**config.mk**
```make
export PLATFORM = sky130hd
export DESIGN_NAME = load_store_unit
export DESIGN_NICKNAME = d
export VERILOG_FILES = /design/src/hdl/lsu_pkg.sv /design/src/hdl/load_store_unit.sv /design/src/hdl/store_unit.sv /design/src/hdl/load_unit.sv
export SDC_FILE = /design/constraint.sdc
export NUM_CORES = 1
export LEC_CHECK = 0
export BUFFER_PORTS_ARGS = -buffer_cell sky130_fd_sc_hd__buf_2
export CORE_MARGIN = 4
export CORE_UTILIZATION = 35
export CTS_BUF_LIST = sky130_fd_sc_hd__clkbuf_8
export DETAILED_ROUTE_END_ITERATION = 10
export GPL_ROUTABILITY_DRIVEN = 1
export HOLD_SLACK_MARGIN = 0.15
export SLEW_MARGIN = 15
export SYNTH_ARGS = -nofsm -noshare
export SYNTH_HDL_FRONTEND = slang
export SYNTH_SLANG_ARGS = --single-unit
```
**constraint.sdc**
```tcl
create_clock -name clk_i -period 3.2 [get_ports clk_i]
set_input_delay 0 -clock clk_i [delete_from_list [all_inputs] [get_ports clk_i]]
set_output_delay 0 -clock clk_i [all_outputs]
set_load 0.02 [all_outputs]
```
**src/hdl/lsu_pkg.sv**
```systemverilog
`default_nettype none

package lsu_pkg;

    typedef logic [31:0] data_word_t;   // data or byte address
    typedef logic [3:0]  byte_en_t;
    typedef logic [5:0]  tag_t;
    typedef logic [3:0]  trap_vector_t;

    // RAM geometry and store buffer depth
    localparam int MEM_ADDR_BITS    = 8;
    localparam int STR_BUF_DEPTH    = 4;
    localparam int STR_BUF_PTR_BITS = $clog2(STR_BUF_DEPTH);

    typedef logic [MEM_ADDR_BITS-1:0] mem_addr_t;

    typedef logic [2:0] ldu_uop_t;
    typedef logic [1:0] stu_uop_t;

    localparam ldu_uop_t LDU_LB  = 3'd0;
    localparam ldu_uop_t LDU_LH  = 3'd1;
    localparam ldu_uop_t LDU_LW  = 3'd2;
    localparam ldu_uop_t LDU_LBU = 3'd4;
    localparam ldu_uop_t LDU_LHU = 3'd5;

    localparam stu_uop_t STU_SB = 2'd0;
    localparam stu_uop_t STU_SH = 2'd1;
    localparam stu_uop_t STU_SW = 2'd2;

    // store address misaligned
    localparam trap_vector_t TRAP_ILLEGAL_ACCESS = 4'd6;

    typedef struct packed {
        logic         valid;
        tag_t         tag;
        logic         exception;
        trap_vector_t trap_vector;
    } instr_packet_t;

    // address is word aligned, data already sits in its byte lanes
    typedef struct packed {
        data_word_t address;
        data_word_t data;
        byte_en_t   byte_en;
    } store_buffer_entry_t;

endpackage : lsu_pkg

`default_nettype wire
```
**src/hdl/load_store_unit.sv**
```systemverilog
`default_nettype none
`timescale 1ns/100ps

module load_store_unit (
    input  wire logic                         clk_i,
    input  wire logic                         reset_i,
    input  wire lsu_pkg::instr_packet_t        instr_packet_i,
    input  wire logic                         ldu_valid_i,
    input  wire lsu_pkg::data_word_t           ldu_address_i,
    input  wire lsu_pkg::ldu_uop_t             ldu_uop_i,
    input  wire logic                         stu_valid_i,
    input  wire lsu_pkg::data_word_t           stu_address_i,
    input  wire lsu_pkg::data_word_t           stu_data_i,
    input  wire lsu_pkg::stu_uop_t             stu_uop_i,
    input  wire logic                         buf_full_i,
    input  wire logic                         fwd_hit_i,
    input  wire logic                         fwd_conflict_i,
    input  wire lsu_pkg::data_word_t           fwd_data_i,
    input  wire logic                         mem_data_valid_i,
    input  wire lsu_pkg::data_word_t           mem_data_i,
    output logic                              ldu_idle_o,
    output logic                              stu_idle_o,
    output logic                              mem_read_o,
    output lsu_pkg::data_word_t               load_address_o,
    output logic                              push_o,
    output lsu_pkg::store_buffer_entry_t      entry_o,
    output lsu_pkg::instr_packet_t            instr_packet_o,
    output lsu_pkg::data_word_t               data_o,
    output logic                              data_valid_o
);

    logic                   ldu_done, stu_done, ldu_accept, stu_accept, stu_illegal;
    lsu_pkg::data_word_t    ldu_data;
    lsu_pkg::instr_packet_t ldu_packet, stu_packet;

    load_unit i_load_unit (
        .clk_i            (clk_i),
        .reset_i          (reset_i),
        .valid_i          (ldu_valid_i),
        .address_i        (ldu_address_i),
        .uop_i            (ldu_uop_i),
        .accept_i         (ldu_accept),
        .fwd_hit_i        (fwd_hit_i),
        .fwd_conflict_i   (fwd_conflict_i),
        .fwd_data_i       (fwd_data_i),
        .mem_data_valid_i (mem_data_valid_i),
        .mem_data_i       (mem_data_i),
        .mem_read_o       (mem_read_o),
        .load_address_o   (load_address_o),
        .data_o           (ldu_data),
        .idle_o           (ldu_idle_o),
        .done_o           (ldu_done)
    );

    store_unit i_store_unit (
        .clk_i      (clk_i),
        .reset_i    (reset_i),
        .valid_i    (stu_valid_i),
        .address_i  (stu_address_i),
        .data_i     (stu_data_i),
        .uop_i      (stu_uop_i),
        .accept_i   (stu_accept),
        .buf_full_i (buf_full_i),
        .push_o     (push_o),
        .entry_o    (entry_o),
        .illegal_o  (stu_illegal),
        .idle_o     (stu_idle_o),
        .done_o     (stu_done)
    );

    // packets follow their operation through the unit
    always_ff @(posedge clk_i) begin
        if (ldu_idle_o && ldu_valid_i) ldu_packet <= instr_packet_i;
        if (stu_idle_o && stu_valid_i) stu_packet <= instr_packet_i;
    end

    // commit port, load first
    assign ldu_accept   = ldu_done;
    assign stu_accept   = stu_done && !ldu_done;
    assign data_valid_o = ldu_done || stu_done;

    always_comb begin
        instr_packet_o = '0;
        data_o         = '0;
        if (ldu_accept) begin
            instr_packet_o = ldu_packet;
            data_o         = ldu_data;
        end else if (stu_accept) begin
            instr_packet_o = stu_packet;
            if (stu_illegal) begin
                instr_packet_o.exception   = 1'b1;
                instr_packet_o.trap_vector = lsu_pkg::TRAP_ILLEGAL_ACCESS;
            end
        end
    end

    // each unit frees itself right after its commit
    a_ldu_release : assert property (
        @(posedge clk_i) disable iff (reset_i) ldu_accept |=> ldu_idle_o
    );

    a_stu_release : assert property (
        @(posedge clk_i) disable iff (reset_i) stu_accept |=> stu_idle_o
    );

endmodule : load_store_unit

`default_nettype wire

```
**src/hdl/store_unit.sv**
```systemverilog
`default_nettype none
`timescale 1ns/100ps

module store_unit (
    input  wire logic                         clk_i,
    input  wire logic                         reset_i,
    input  wire logic                         valid_i,
    input  wire lsu_pkg::data_word_t           address_i,
    input  wire lsu_pkg::data_word_t           data_i,
    input  wire lsu_pkg::stu_uop_t             uop_i,
    input  wire logic                         accept_i,
    input  wire logic                         buf_full_i,
    output logic                              push_o,
    output lsu_pkg::store_buffer_entry_t      entry_o,
    output logic                              illegal_o,
    output logic                              idle_o,
    output logic                              done_o
);

    typedef enum logic [1:0] {IDLE, CHECK, DONE} state_t;

    state_t              state;
    lsu_pkg::data_word_t addr_q;
    lsu_pkg::data_word_t data_q;
    lsu_pkg::stu_uop_t   uop_q;
    logic                misaligned;

    assign misaligned = (uop_q == lsu_pkg::STU_SH && addr_q[0]) ||
                        (uop_q == lsu_pkg::STU_SW && addr_q[1:0] != 2'b00);

    always_ff @(posedge clk_i) begin
        if (reset_i) begin
            state     <= IDLE;
            illegal_o <= 1'b0;
        end else begin
            case (state)
                IDLE: if (valid_i) begin
                    state     <= CHECK;
                    illegal_o <= 1'b0;
                end
                CHECK: if (misaligned) begin
                    state     <= DONE;
                    illegal_o <= 1'b1;  // refused, never pushed
                end else if (!buf_full_i) begin
                    state <= DONE;
                end
                DONE: if (accept_i) state <= IDLE;
                default: state <= IDLE;
            endcase
        end
    end

    always_ff @(posedge clk_i) begin
        if (state == IDLE && valid_i) begin
            addr_q <= address_i;
            data_q <= data_i;
            uop_q  <= uop_i;
        end
    end

    // byte lane placement
    always_comb begin
        entry_o.address = {addr_q[31:2], 2'b00};
        entry_o.data    = data_q << {addr_q[1:0], 3'b000};
        case (uop_q)
            lsu_pkg::STU_SB: entry_o.byte_en = 4'b0001 << addr_q[1:0];
            lsu_pkg::STU_SH: entry_o.byte_en = 4'b0011 << addr_q[1:0];
            default:         entry_o.byte_en = 4'b1111;
        endcase
    end

    assign push_o = (state == CHECK) && !misaligned && !buf_full_i;
    assign idle_o = (state == IDLE);
    assign done_o = (state == DONE);

    // a new store only while idle
    a_issue_when_idle : assert property (
        @(posedge clk_i) disable iff (reset_i) valid_i |-> idle_o
    );

endmodule : store_unit

`default_nettype wire

```
**src/hdl/load_unit.sv**
```systemverilog
`default_nettype none
`timescale 1ns/100ps

module load_unit (
    input  wire logic               clk_i,
    input  wire logic               reset_i,
    input  wire logic               valid_i,
    input  wire lsu_pkg::data_word_t address_i,
    input  wire lsu_pkg::ldu_uop_t   uop_i,
    input  wire logic               accept_i,
    input  wire logic               fwd_hit_i,
    input  wire logic               fwd_conflict_i,
    input  wire lsu_pkg::data_word_t fwd_data_i,
    input  wire logic               mem_data_valid_i,
    input  wire lsu_pkg::data_word_t mem_data_i,
    output logic                    mem_read_o,
    output lsu_pkg::data_word_t     load_address_o,
    output lsu_pkg::data_word_t     data_o,
    output logic                    idle_o,
    output logic                    done_o
);

    typedef enum logic [1:0] {IDLE, LOOKUP, WAIT_MEM, DONE} state_t;

    state_t              state, state_next;
    lsu_pkg::data_word_t addr_q;
    lsu_pkg::ldu_uop_t   uop_q;
    lsu_pkg::data_word_t word_q;    // raw word from buffer or RAM
    lsu_pkg::data_word_t shifted;

    always_comb begin
        state_next = state;
        case (state)
            IDLE:     if (valid_i) state_next = LOOKUP;
            LOOKUP:   if (fwd_hit_i) state_next = DONE;
                      else if (!fwd_conflict_i) state_next = WAIT_MEM;
            WAIT_MEM: if (mem_data_valid_i) state_next = DONE;
            DONE:     if (accept_i) state_next = IDLE;
            default:  state_next = IDLE;
        endcase
    end

    always_ff @(posedge clk_i) begin
        if (reset_i) begin
            state <= IDLE;
        end else begin
            state <= state_next;
        end
    end

    always_ff @(posedge clk_i) begin
        if (state == IDLE && valid_i) begin
            uop_q <= uop_i;
            // drop the offset bits the size does not use
            case (uop_i)
                lsu_pkg::LDU_LW:                  addr_q <= {address_i[31:2], 2'b00};
                lsu_pkg::LDU_LH, lsu_pkg::LDU_LHU: addr_q <= {address_i[31:1], 1'b0};
                default:                          addr_q <= address_i;
            endcase
        end
        if (state == LOOKUP && fwd_hit_i) begin
            word_q <= fwd_data_i;
        end else if (state == WAIT_MEM && mem_data_valid_i) begin
            word_q <= mem_data_i;
        end
    end

    assign load_address_o = {addr_q[31:2], 2'b00};
    assign mem_read_o     = (state == LOOKUP) && !fwd_hit_i && !fwd_conflict_i;
    assign idle_o         = (state == IDLE);
    assign done_o         = (state == DONE);

    // lane select, then sign or zero extend
    always_comb begin
        shifted = word_q >> {addr_q[1:0], 3'b000};
        case (uop_q)
            lsu_pkg::LDU_LB:  data_o = {{24{shifted[7]}}, shifted[7:0]};
            lsu_pkg::LDU_LBU: data_o = {24'b0, shifted[7:0]};
            lsu_pkg::LDU_LH:  data_o = {{16{shifted[15]}}, shifted[15:0]};
            lsu_pkg::LDU_LHU: data_o = {16'b0, shifted[15:0]};
            default:          data_o = word_q;
        endcase
    end

    // the RAM answers the cycle after a read
    a_read_answered : assert property (
        @(posedge clk_i) disable iff (reset_i) mem_read_o |=> mem_data_valid_i
    );

endmodule : load_unit

`default_nettype wire

```
## Word-level counts from Yosys, hierarchy flattened

Cells that the tools add are included.
Widths: inputs -> output; s select.

- Memories: 0
- Bits in writable memories: 0
- Memory bits (read-only): 0
- Bits in latches: 0
- Word-level logic and storage cells: 92
- Bits of input ports: 185
- Register bits after elaboration: 162
- Output and inout bits: 149

- Div/mod/pow operators: 0
- Multiplexer cells: 22
- Eq/ne operators: 20
- Order comparisons: 0
- $mul: 0
- Bitwise logic cells: 0
- Add/subtract/negate cells: 0
- Reduce and logical (&&, ||, !) cells: 29
- Shift-type cells: 4

Operator list:

| cell | count |
|---|---|
| $pmux 32 s4 | 1 |
| $mux 32 | 3 |
| $shl 32x5->32 | 1 |
| $shr 32x5->16 | 1 |
| $mux 12 | 2 |
| $mux 2 | 8 |
| $logic_and 1x1->1 | 11 |
| $eq 3x3->1 const B | 3 |
| $reduce_and 3->1 | 3 |
| $eq 2x2->1 const B | 4 |
| $pmux 2 s4 | 1 |
| $pmux 4 s2 | 1 |
| $eq 2x1->1 const B | 3 |
| $eq 3x1->1 const B | 2 |
| $logic_not 2->1 | 3 |
| $ne 2x2->1 const B | 3 |
| $pmux 2 s3 | 1 |
| $reduce_bool 2->1 | 3 |
| $logic_not 1->1 | 5 |
| $mux 5 | 1 |
| $ne 2x1->1 const B | 2 |
| $pmux 2 s2 | 1 |
| $shl 1x2->4 const A | 1 |
| $shl 2x2->4 const A | 1 |
| other kinds (8) | 10 |

## Logic depth before layout (Yosys ltp)

Gate-level depths: netlist of run 1.

- Depth in word-level cells: 6
- Mapped depth: 6
- Depth with buffers taken out: 5

## Modules after synthesis

From an unflattened synthesis of run 1, not the netlist that was laid out.

- Cell total of the unflattened synthesis: 564
- Area total of the unflattened synthesis: 7639.8 um^2

Modules (own cells, without submodules):

| module | area an instance (um^2) | instances | cells each | seq. area each (um^2) |
|---|---|---|---|---|
| load_unit | 3525.9 | 1 | 265 | 2052.0 |
| store_unit | 2994.1 | 1 | 211 | 2042.0 |
| load_store_unit | 1119.8 | 1 | 88 | 720.7 |

## Least setup slack after synthesis of run 1

OpenSTA, ideal clock, no wires.

- Kind: register to register
- From: reg i_store_unit.state[1]
- To: reg i_store_unit.addr_q[0] (enable)
- Data required time: 2.755 ns
- Period minus slack after synthesis: 3.025 ns
- Arrival: 2.579 ns
- Setup slack: 0.175 ns
- Stages on the path, launching flop included: 3
- Library setup time: 0.445 ns
- Path buffers: 0
- Cells stage by stage: dfxtp_1 nor2_1 and2_1

- Cells in the longest elaborated chain, start to end: 2

RTL lines:

| element | RTL line | RTL |
|---|---|---|
| start, declared | store_unit.sv:22 | `state_t state;` |
| start signal, assigned | store_unit.sv:33 | `state <= IDLE;` |
| start signal, assigned | store_unit.sv:38 | `state <= CHECK;` |
| start signal, assigned | store_unit.sv:42 | `state <= DONE;` |
| $logic_not 2->1 | - |  |
| net stu_idle_o | load_store_unit.sv:22 | `output logic stu_idle_o,` |
| $logic_and 1x1->1 | store_unit.sv:54 | `if (state == IDLE && valid_i) begin` |
| end signal, assigned | store_unit.sv:55 | `addr_q <= address_i;` |
| end, declared | store_unit.sv:23 | `lsu_pkg::data_word_t addr_q;` |

The timed path passes the listed nets, and every way through them passes these cells.
A chain may end at the register's enable or synchronous reset.

## Final worst setup path of run 1

- From: reg i_load_unit.addr_q[0]
- To: out data_o[16]

- Cells in the longest elaborated chain, start to end: 3

RTL lines:

| element | RTL line | RTL |
|---|---|---|
| start, declared | load_unit.sv:26 | `lsu_pkg::data_word_t addr_q;` |
| start signal, assigned | load_unit.sv:56 | `lsu_pkg::LDU_LW: addr_q <= {address_i[31:2], 2'b00};` |
| start signal, assigned | load_unit.sv:57 | `lsu_pkg::LDU_LH, lsu_pkg::LDU_LHU: addr_q <= {address_i[31:1], 1'b0};` |
| start signal, assigned | load_unit.sv:58 | `default: addr_q <= address_i;` |
| $shr 32x5->16 | load_unit.sv:75 | `shifted = word_q >> {addr_q[1:0], 3'b000};` |
| $pmux 32 s4 | load_unit.sv:76 | `case (uop_q)` |
| $mux 32 | load_store_unit.sv:85 | `if (ldu_accept) begin` |
| end, declared | load_store_unit.sv:28 | `output lsu_pkg::data_word_t data_o,` |

No other way between the ends.

==> results.txt, run 1 <==
* Syn. warnings: 0
- Leak pwr: between 0.004 and 0.005 uW
* Timing-limited maximum frequency: 370 MHz
- For this run, global-route usage on met2 was measured as 0.291.
* Final design area excluding fillers: 11200 sq um
* Gate count after technology mapping: 552
- Max_cap viols: 0
* Number of top-level pins: 334
- Reg2reg path depth: 7
- The worst register-to-register path has a setup slack of 0.67 ns.
- Number of hold violations in the final report: 0
- After clock tree synthesis, the clock-pin slew on the worst setup and hold paths is 0.10 ns.
- The cell family contributing the most delay on the critical path is compound AO/OA/AOI/OAI gates.
- Number of gates resized after CTS: 0
- Slew headroom: 0.330
- For this run, design rule violations remaining after detail routing come to 0.
* Post-Syn Area per Cell: 13.6 sq um
- Entering global routing, the biggest net connects 48 pins.
* Final weighted congestion in routability-driven placement: 0.831
* Share of synthesized area occupied by flip-flops and latches: 0.642
* Die Height: roughly 150 microns
* Detailed Route WL: 21600 microns
- The endpoint identified for the worst register-to-register timing path is i_load_unit.state[0]$_SDFFE_PP0P_.
* Count of fill cells added during filler insertion: between 1500 and 2000
* Largest stage delay on the critical path: 0.90 ns
* DRT iter0 DRCs: 297
- No sink is reached through more buffers than the 2 on the longest clock path.
- Final HPWL DP: roughly 15000 microns
- Htree depth: 4
- Final #Nets: between 1000 and 1500
- The first global-routing pass estimated 33000 microns of wire.
- The tree is rooted in a sky130_fd_sc_hd__clkbuf_8.
* Total congestion overflow after global routing: 0
- Counting both buffers and inverters, the worst setup path holds a total of 1.
* Kind of path behind the tightest hold check: primary input to register
- The first detailed-routing pass ran for 4 iterations.
- In this run the most critical hold path is launched from ldu_valid_i.
* Vias: 5982
- The number of global-route vias before repair is 6225.
- Summing all flip-flop and latch instances after layout gives 4810 sq um.
- Pwr dens: 571 nW/um^2
- Clock tree synthesis found a total of roughly 160 sinks.
* Post-synthesis sequential element count: ~160
* Die outline width: 154 microns
- EDFF count, synth: approximately 160
* Start-to-end type of the worst setup path: register to output pin
- Once layout is complete, the cells apart from fillers number between 1000 and 1500.
- Relative area change from synthesis to final layout: 49.3%
- Of the cells placed in the final design, the portion with a size suffix greater than 1 is 0.409.
- OpenSTA, run right after detailed placement, puts the worst setup slack at between 0.9 and 1 ns.
* GR Layer Usage met1: 0.216
* Number of distinct standard cells referenced by the synthesized netlist: 47
- Initial Util: 0.357
- In this run the critical register-to-register path is launched from i_load_unit.state[1]$_SDFFE_PP0P_.
- Placed Instance Area: 8960 sq um
* Core box area: 21000 sq um
* ANT cells: 0
- Combined area of the multi-input logic cells: about 2100 sq um
- Setup TNS: 0 ns
- Slew @ Worst Pin: 1.00 ns
* Clock latency reported for the late side of the worst-skew pair: 0.45 ns
- Min Tclk post-route: 2.70 ns
- Run status: finished clean
- Post-CTS Repair Setup Buffers: 0
- Max rail drop VDD: 0.000246 V
- For the final database, setup skew stands at 0.0133 ns.
* Number of failing setup endpoints in the final timing report: 0
* Count of input and output buffers: roughly 330
- Std cell rows: 53
- Number of slew-limit violations in the final report: 0
- In this run the remaining antenna-violating nets after routing total 0.
- The die covers 23800 sq um.
* GR peak layer: met2
- STA classifies the critical path startpoint as a register.
* Post-route fraction of the period consumed by the critical path: 0.845
- In this run the worst path has a maximum fanout of 29.
* Dominant register cell in the synthesized netlist: sky130_fd_sc_hd__edfxtp_1
* Fraction of synthesis flops using an asynchronous set or reset pin: 0
* RSZ-0062 raised after global routing: false
- STA puts the critical path data arrival time at 2.70 ns.
- The critical path goes through nand2_1 -> o211ai_1 -> o21ai_0 -> buf_2.
- Overall routing resource usage: 0.175
- Buffers inserted during clock tree synthesis total 17.
- The slowest stage of the critical path is the sky130_fd_sc_hd__edfxtp_1 cell.
* Count of cells along the worst hold path: 2
- Data required, critical path: 3.20 ns
- The number of placed instances, taps included, is 1076.
- Avg WL per Cell: 16.7 microns
* Setup WS post-layout: 0.497 ns
- The mapped netlist covers between 7000 and 8000 sq um.
- Met3 global-route usage: 0.0599
- Number of antenna violations at the first check in global routing: 1
- For hold timing, the worst endpoint is ldu_packet[10]$_DFFE_PP_.
- In the routed layout, each cell is associated on average with a via count of 4.63.
- Clock tree from TritonCTS: built
- The worst setup path is captured at an output pin.
==> synthesized netlist by cell type (2+ instances only) <==
| library cell | number | area share |
|---|---|---|
| sky130_fd_sc_hd__buf_1 | 3 | 0.0015 |
| sky130_fd_sc_hd__a21oi_1 | 12 | 0.0080 |
| sky130_fd_sc_hd__nand3b_1 | 8 | 0.0080 |
| sky130_fd_sc_hd__o21ai_1 | 3 | 0.0020 |
| sky130_fd_sc_hd__o221a_2 | 7 | 0.011 |
| sky130_fd_sc_hd__nand2_1 | 52 | 0.026 |
| sky130_fd_sc_hd__a31o_1 | 8 | 0.0093 |
| sky130_fd_sc_hd__a22o_1 | 9 | 0.011 |
| sky130_fd_sc_hd__buf_4 | 66 | 0.066 |
| sky130_fd_sc_hd__edfxtp_1 | 157 | 0.63 |
| sky130_fd_sc_hd__mux2i_1 | 24 | 0.032 |
| sky130_fd_sc_hd__mux2_2 | 33 | 0.050 |
| sky130_fd_sc_hd__dfxtp_1 | 5 | 0.013 |
| sky130_fd_sc_hd__inv_1 | 8 | 0.0040 |
| sky130_fd_sc_hd__o21ai_0 | 27 | 0.018 |
| sky130_fd_sc_hd__nor2_1 | 23 | 0.012 |
| sky130_fd_sc_hd__clkbuf_1 | 16 | 0.0080 |
| sky130_fd_sc_hd__and2_1 | 11 | 0.0092 |
| sky130_fd_sc_hd__nor3b_1 | 3 | 0.0030 |
| sky130_fd_sc_hd__o211ai_1 | 8 | 0.0080 |
| sky130_fd_sc_hd__a2bb2oi_1 | 7 | 0.0082 |
| sky130_fd_sc_hd__nand2b_1 | 6 | 0.0050 |
| sky130_fd_sc_hd__buf_2 | 7 | 0.0047 |
| sky130_fd_sc_hd__a211oi_1 | 10 | 0.010 |
| sky130_fd_sc_hd__ha_1 | 5 | 0.0083 |
| sky130_fd_sc_hd__nor2b_1 | 11 | 0.0092 |
| sky130_fd_sc_hd__a31o_2 | 2 | 0.0023 |
| sky130_fd_sc_hd__and3b_1 | 2 | 0.0023 |
==> flip-flops by register name, indices dropped and copies added, names as in the netlist, 3 cells and up <==
register and cells:
i_load_unit.addr_q 32, i_load_unit.word_q 32, i_store_unit.addr_q 32, i_store_unit.data_q 32, ldu_packet 12, stu_packet 12
i_load_unit.uop_q 3
==> stage by stage <==
| stage | total power [uW] | hold slack, ns | utilization |
|---|---|---|---|
| 4_1_cts | 6470 | 0.206 | 0.533 |
| 5_1_grt | 6740 | 0.221 | 0.533 |
| 2_1_floorplan | 4220 | 0.0691 | - |
| 3_3_place_gp | 4680 | 0.176 | 0.426 |
| 3_5_place_dp | 4700 | 0.178 | 0.426 |
| 6_report | 6390 | 0.249 | 0.533 |
==> worst max-delay path by stage <==
stage,start,endpoint,cells past startpoint
after floorplan,i_store_unit.state[1]$_SDFFE_PP0P_,i_store_unit.addr_q[0]$_DFFE_PP_,2
after global placement,i_load_unit.addr_q[0]$_DFFE_PP_,data_o[22],4
after detailed placement,i_load_unit.addr_q[0]$_DFFE_PP_,data_o[23],4
after CTS,i_load_unit.addr_q[0]$_DFFE_PP_,data_o[23],4
after global routing,i_load_unit.addr_q[0]$_DFFE_PP_,data_o[16],4
final,i_load_unit.addr_q[0]$_DFFE_PP_,data_o[16],4
==> layout make-up <==
cell class	count	share of cell area
sequential	162	0.430
timing repair buffer	523	0.318
multi-input combinational	292	0.184
tap	275	0.0307
clock buffer	17	0.0209
clock inverter	15	0.0139
inverter	8	0.00268
==> logic make-up after synthesis <==
kind of cell / after synthesis / synth area share
flip-flops: 162 / 0.642
AND/OR/NAND/NOR: 124 / 0.0824
buffers and inverters: 101 / 0.0858
AO/OA/AOI/OAI: 99 / 0.0938
multiplexers: 58 / 0.0846
adder cells (fa/ha/maj): 5 / 0.00834
XOR/XNOR: 2 / 0.00234
other: 1 / 0.000500
==> cell usage in the layout, fill, tap and decap left out, drive strengths merged, types with 2 or more instances in the layout <==
cell         count
and2            11
ha               5
o221a            7
a31o            10
clkbuf          17
edfxtp         157
dfxtp            5
nor2b           11
nand2b           6
o211ai           8
clkinvlp         5
conb             4
and3b            2
nor3b            3
nand3b           8
inv             14
a22o             9
clkinv           4
o21ai           30
a2bb2oi          7
buf            339
a211oi          10
nor2            23
a21oi           12
dlygate4sd3    184
mux2            33
nand2           52
mux2i           24
==> power breakdown <==
group	internal [uW]	switching, uW
clock	578	875
combinational	853	1100
sequential	2790	197
total	4230	2170
==> repair_timing <==
action | in CTS | in global routing
hold buffers | 184 | 0
endpoints found under the setup margin | 0 | 0
hold endpoints to repair | 162 | 0
==> per-layer routing <==
metal	vias to the layer above	share of wire
met3	29	0.097
met5	-	0.00060
met2	314	0.48
met1	2748	0.40
li1	2889	-
met4	2	0.021
Note: power is estimated with default switching activity, not from simulation.
==> run 2: changes to the inputs <==
- clock period: 3.2 -> 2.2 ns (I/O delays scaled with it)
==> results.txt, run 2 (synthesis results as in run 1) <==
* Overall routing resource usage: 0.183
* Top metal layer carrying routed signals: met4
- The analysis attributes to net switching a power of 3210 uW.
- Endpoint kind of the worst setup timing path: output pin
* Total internal power: 6200 uW
- Placed Instance Area: 9110 sq um
- Detailed Route WL: 22400 microns
- Final design area excluding fillers: around 11000 sq um
- Initial Util: 0.357
* Detailed-routed wire length on met3: 1980 microns
- Highest-count cells in the layout ignoring fill and taps: 327 x sky130_fd_sc_hd__buf_2, 186 x sky130_fd_sc_hd__dlygate4sd3_1, 157 x sky130_fd_sc_hd__edfxtp_1, 51 x sky130_fd_sc_hd__nand2_1, 33 x sky130_fd_sc_hd__mux2_2
- Most frequent standard cell in the layout excluding fill and tap cells: sky130_fd_sc_hd__buf_2
- Counting cells, the worst reg-to-reg path comes to 6.
* Crit-path cells: mux4_2 -> and4b_2 -> a31o_1 -> buf_6
- Measured on the finished design, the core utilization comes to 0.544.
- Number of top-level pins: approximately 330
- In this run, CTS created clock tree buffers numbering 17.
- Largest clock skew in the final design: 0.0147 ns
* Relative area change from synthesis to final layout: 52.5%
- Post-route fraction of the period consumed by the critical path: 0.973
* Post-layout total power: around 9400 uW
- Pin count of the biggest net entering global routing: 48
* Router iterations before antenna repair: 4
- Clock latency reported for the late side of the worst-skew pair: 0.45 ns
* Largest stage delay on the critical path: 0.55 ns
* CTS max path bufs: 2
- DRT iter0 DRCs: 257
- CP top delay family: multiplexers
* Start-to-end type of the worst setup path: register to output pin
* Pwr dens: 823 nW/um^2
- Final HPWL DP: 14800 microns
* Min Tclk post-route: between 2 and 2.5 ns
* Count of cells along the worst hold path: 2
* Number of antenna violations at the first check in global routing: 0
- Post-DR vias/cell: 4.60
- Clock-pin slew was measured on the worst setup and hold paths at 0.10 ns.
- Remaining antenna violation count after routing: 0
* Vias: 6014
- After floorplanning, the core was divided into 53 placement rows.
- Proportion of power drawn by flip-flops and latches: 0.458
- Final hold analysis gives a worst-case slack of 0.253 ns.
- Htree depth: 4
- Max rail drop VDD: 0.000458 V
- Die Height: 154 microns
* Number of hold violations in the final report: 0
* RSZ-0062 raised after global routing: true
* Number of slew-limit violations in the final report: 0
- Data on the critical path is required at its endpoint by 2.20 ns.
* Timing-limited maximum frequency: 467 MHz
- Wire length of the first global-routing pass: approximately 35000 microns
- The tightest min-delay check is of the primary input to register type.
- Clock tree from TritonCTS: built
- The share of total power dissipated in the clock network is 0.230.
- 0 antenna diodes ended up in the layout.
- Setup TNS: 0 ns
- After detailed routing, the average wire length per cell comes to 17.2 microns.
- The floorplan step defined a die boundary enclosing 23800 sq um.
- Share of layout cells above drive strength 1: 0.421
* Standard cell with the maximum stage delay on the critical path: sky130_fd_sc_hd__mux4_2
- Together, buffers and inverters on the worst path number 1.
- Total congestion overflow after global routing: 0
- Sink count of the clock tree: 162
- The critical path crosses 4 cells after its start point.
- Data on the critical path arrives at its endpoint at ~2.1 ns.
* Switching portion of total power: 0.341
- Number of failing setup endpoints in the final timing report: 0
- Routed length on met2: 11300 microns
- The number of global-route vias before repair is 6363.
- STA classifies the critical path startpoint as a register.
- Met1 WL: 8930 microns
- Run status: finished clean
- Crit Path Max Fanout: 8
- Die outline width: between 150 and 200 microns
- Of the total power, combinational logic draws 0.311.
- The analysis attributes to cell leakage a power of a little under 0.005 uW.
- The floorplan step defined a core boundary enclosing 21000 sq um.
* Final weighted congestion in routability-driven placement: approximately 0.79
* Max_cap viols: 0
- The root buffer cell chosen for the clock tree is sky130_fd_sc_hd__clkbuf_8.
* Final #Nets: 1208
- In the routed design, unresolved DRC markers number 0.
- Count of input and output buffers: roughly 330
==> run 2: cell types whose count changed in the layout (fill, tap and decap cells not counted), sizes merged <==
cell,delta
dlygate4sd3,+2
clkinvlp,-5
clkinv,+5
buf,+12
==> run 2: final timing paths <==
kind	from	end	slack (ns)
max	i_load_unit.addr_q[1]$_DFFE_PP_	data_o[12]	0.06
min	stu_address_i[25]	i_store_unit.addr_q[25]$_DFFE_PP_	0.25
max reg2reg	i_load_unit.state[1]$_SDFFE_PP0P_	i_load_unit.state[0]$_SDFFE_PP0P_	0.18
min reg2reg	i_store_unit.state[0]$_SDFFE_PP0P_	i_store_unit.state[1]$_SDFFE_PP0P_	0.56
==> run 2: cell type report <==
type                    count  area [sq um]
clock buffers              17           234
clock inverters            15           166
fillers                  1762          9590
inverters                   8          30.0
multi-input cells         292          2070
flip-flops and latches    162          4810
well taps                 275           344
repair buffers            537          3780
==> run 2: power groups by stage <==
stage	clock (uW)	combinational [uW]	sequential, uW
floorplan	0	1840	4280
global placement	0	2560	4360
detailed placement	0	2570	4380
CTS	2270	2880	4310
global route	2390	3160	4360
finish	2170	2930	4310
==> run 2: worst register-to-register path: stages, from the launching register on <==
cell and delay (ns):
sky130_fd_sc_hd__dfxtp_1 0.40, sky130_fd_sc_hd__inv_1 0.11, sky130_fd_sc_hd__ha_1 0.23, sky130_fd_sc_hd__nand3b_1 0.19, sky130_fd_sc_hd__o2111ai_1 0.14, sky130_fd_sc_hd__dlygate4sd3_1 0.57, sky130_fd_sc_hd__a221oi_1 0.29
==> run 2: metrics by stage <==
stage                     instances  setup slack (ns)
final                          1306            0.0594
after global routing           1306           -0.0832
after CTS                      1303            0.0116
after detailed placement       1085             0.494
after global placement         1085             0.503
after floorplan                 555            0.0228
==> run 2: what timing repair did <==
action	CTS	global route
endpoints found under the hold margin	217	0
hold buffers	186	0
buffers inserted	0	3
setup endpoints to repair	7	27
gates resized for setup	1	12
==> run 2: per-layer routing <==
metal | up-vias | GRT usage
met5 | - | 0
met4 | 0 | 0.0479
met3 | 19 | 0.0557
met2 | 278 | 0.322
met1 | 2801 | 0.219
li1 | 2916 | -
==> run 3: changes to the inputs <==
- CORE_ASPECT_RATIO: unset -> 1.5
==> results.txt, run 3 (synthesis results as in run 1) <==
- For this run, global-route usage on met1 was measured as 0.195.
- Timing-limited maximum frequency: 473 MHz
- The setup path with the least slack is of type register to output pin.
- Endpoint kind of the worst setup timing path: output pin
* Run status: finished clean
- Final HPWL DP: 15900 microns
* Crit Path Max Fanout: 8
- Data on the critical path is required at its endpoint by 2.20 ns.
* Largest clock skew in the final design: 0.0206 ns
* Detailed Route WL: 23100 microns
* Final weighted congestion in routability-driven placement: 0.862
- Crit-path cells: mux4_2 -> and4b_2 -> a31o_1 -> buf_4
- For this configuration, the core starts out at a cell density of 0.356.
- STA classifies the critical path startpoint as a register.
- Max rail drop VDD: 0.000730 V
* Pin count of the biggest net entering global routing: 48
- For the worst setup path, the data arrival time is 2.11 ns.
* Highest-count cells in the layout ignoring fill and taps: 322 x sky130_fd_sc_hd__buf_2, 184 x sky130_fd_sc_hd__dlygate4sd3_1, 157 x sky130_fd_sc_hd__edfxtp_1, 51 x sky130_fd_sc_hd__nand2_1, 33 x sky130_fd_sc_hd__mux2_2
- The number of antenna diodes in the final layout is 0.
- Min Tclk post-route: 2.11 ns
- CTS root buffer: sky130_fd_sc_hd__clkbuf_8
- The library cell used most frequently in the layout, excluding fill and tap cells, is sky130_fd_sc_hd__buf_2.
- Relative area change from synthesis to final layout: 52.3%
* Largest stage delay on the critical path: 0.53 ns
- The pre-antenna-repair detailed-routing pass consisted of 5 iterations.
- Clock tree from TritonCTS: built
- Clock latency reported for the late side of the worst-skew pair: ~0.45 ns
- Measured along the x axis, the die boundary spans 128 microns.
- Summed over all cells, the static leakage comes to 0.00485 uW.
* Overall routing resource usage: 0.193
- Standard cell with the maximum stage delay on the critical path: sky130_fd_sc_hd__mux4_2
- Post-Place Cells: 1077
- Setup repair after global routing could not meet its margin everywhere.
* Wire length of the first global-routing pass: 35400 microns
- The number of slew-limit violations in the final report came to 0.
- After global routing the overflow that remains totals 0.
- Sink count of the clock tree: 162
- DRC violations left: 0
- met2 is the most crowded layer.
- Floorplan die area: ~24000 sq um
- In the final routed layout, each cell accounts on average for 17.9 microns.
* Number of top-level pins: 334
- Vias: 6118
- Once routing completed, OpenROAD measured the worst setup slack at 0.0878 ns.
- Met3 global-route usage: 0.0634
- The number of hold violations in the final report is 0.
* Placed Instance Area: 9090 sq um
- The detail route stage leaves a number of antenna-violating nets equal to 0.
- Final design area excluding fillers: about 11000 sq um
- After detailed routing, the number of vias per cell comes to 4.72.
* Die Height: 187 microns
* Clk pin slew, worst setup/hold paths: ~0.10 ns
* Max_cap viols: 0
- After floorplanning, the core was divided into 65 placement rows.
- Dividing the final minimum period by the clock period gives 0.960.
* Number of standard cells in the layout, taps in and fillers out: 1295
* Kind of path behind the tightest hold check: primary input to register
- Core box area: ~21000 sq um
- CTS max path bufs: 2
* Worst hold-check slack: 0.244 ns
* Pwr dens: 818 nW/um^2
* Met2 capacity usage during global routing: 0.356
* Number of failing setup endpoints in the final timing report: 0
* Setup Slack @ Placement: 0.332 ns
- Count of input and output buffers: 329
- Clock tree synthesis inserted a total of 17 buffers.
- In the final layout, the share of cells above drive strength 1 is 0.424.
- The H-tree was split into 4 levels.
* Vias in the first global route: ~6700
- The number of antenna violations at the first check in global routing is 0.
- The first routing iteration left 309 violations.
* Final #Nets: approximately 1200
[run 3: cell count changes in the layout (fill, tap and decap cells not counted), moves of 2 or more]
cell,delta
sky130_fd_sc_hd__inv_6,+2
sky130_fd_sc_hd__inv_8,-2
sky130_fd_sc_hd__buf_6,+6
sky130_fd_sc_hd__dlygate4sd3_1,-2
sky130_fd_sc_hd__buf_2,-5
sky130_fd_sc_hd__clkinvlp_4,+2
sky130_fd_sc_hd__buf_4,-2
[run 3: final cells by class]
type                       instances  area, sq um
sequential                       162         4810
clock inverter                    15          164
inverter                           8         30.0
fill                            1757         9640
tap                              268          335
clock buffer                      17          234
multi-input combinational        292         2080
timing repair buffer             533         3760
[run 3: per-stage QoR]
stage,total power [uW],utilization,setup TNS [ns]
floorplan,6120,-,0
global placement,6970,0.432,0
detailed placement,7000,0.432,0
CTS,9400,0.539,0
global route,9850,0.542,-0.0696
finish,9340,0.542,0
[run 3: worst max-delay path, delay by kind of cell (launching register included)]
kind / cells / cell delay (ns)
multiplexers: 1 / 0.53
flip-flops: 1 / 0.44
AND/OR/NAND/NOR: 1 / 0.33
AO/OA/AOI/OAI: 1 / 0.21
buffers and inverters: 1 / 0.15
[run 3: what timing repair did]
action	CTS	global route
gates resized for setup	3	21
pin swaps	1	0
endpoints found under the setup margin	19	30
hold buffers	184	0
hold endpoints to repair	220	0
gates cloned	0	0
buffers inserted	1	1
[run 3: final timing paths]
path	from	endpoint	slack, ns	cells past startpoint
setup / recovery	i_load_unit.addr_q[1]$_DFFE_PP_	data_o[9]	0.09	4
hold / removal	stu_address_i[22]	i_store_unit.addr_q[22]$_DFFE_PP_	0.24	2
setup reg to reg	i_load_unit.state[1]$_SDFFE_PP0P_	i_load_unit.state[0]$_SDFFE_PP0P_	0.21	6
hold reg to reg	i_store_unit.state[0]$_SDFFE_PP0P_	i_store_unit.state[1]$_SDFFE_PP0P_	0.56	2
[run 3: power by group]
| part | leakage, uW | internal, uW | switching, uW |
|---|---|---|---|
| logic | 0.00313 | 1230 | 1670 |
| clock network | 0.000193 | 850 | 1270 |
| registers | 0.00153 | 4060 | 259 |
[run 3: routing by layer]
metal / vias to the layer above / routed length (microns) / part of all wire
met5: - / 0 / 0
met4: 0 / 754 / 0.033
met3: 36 / 2010 / 0.087
met2: 328 / 12300 / 0.53
met1: 2847 / 8090 / 0.35
li1: 2907 / - / -
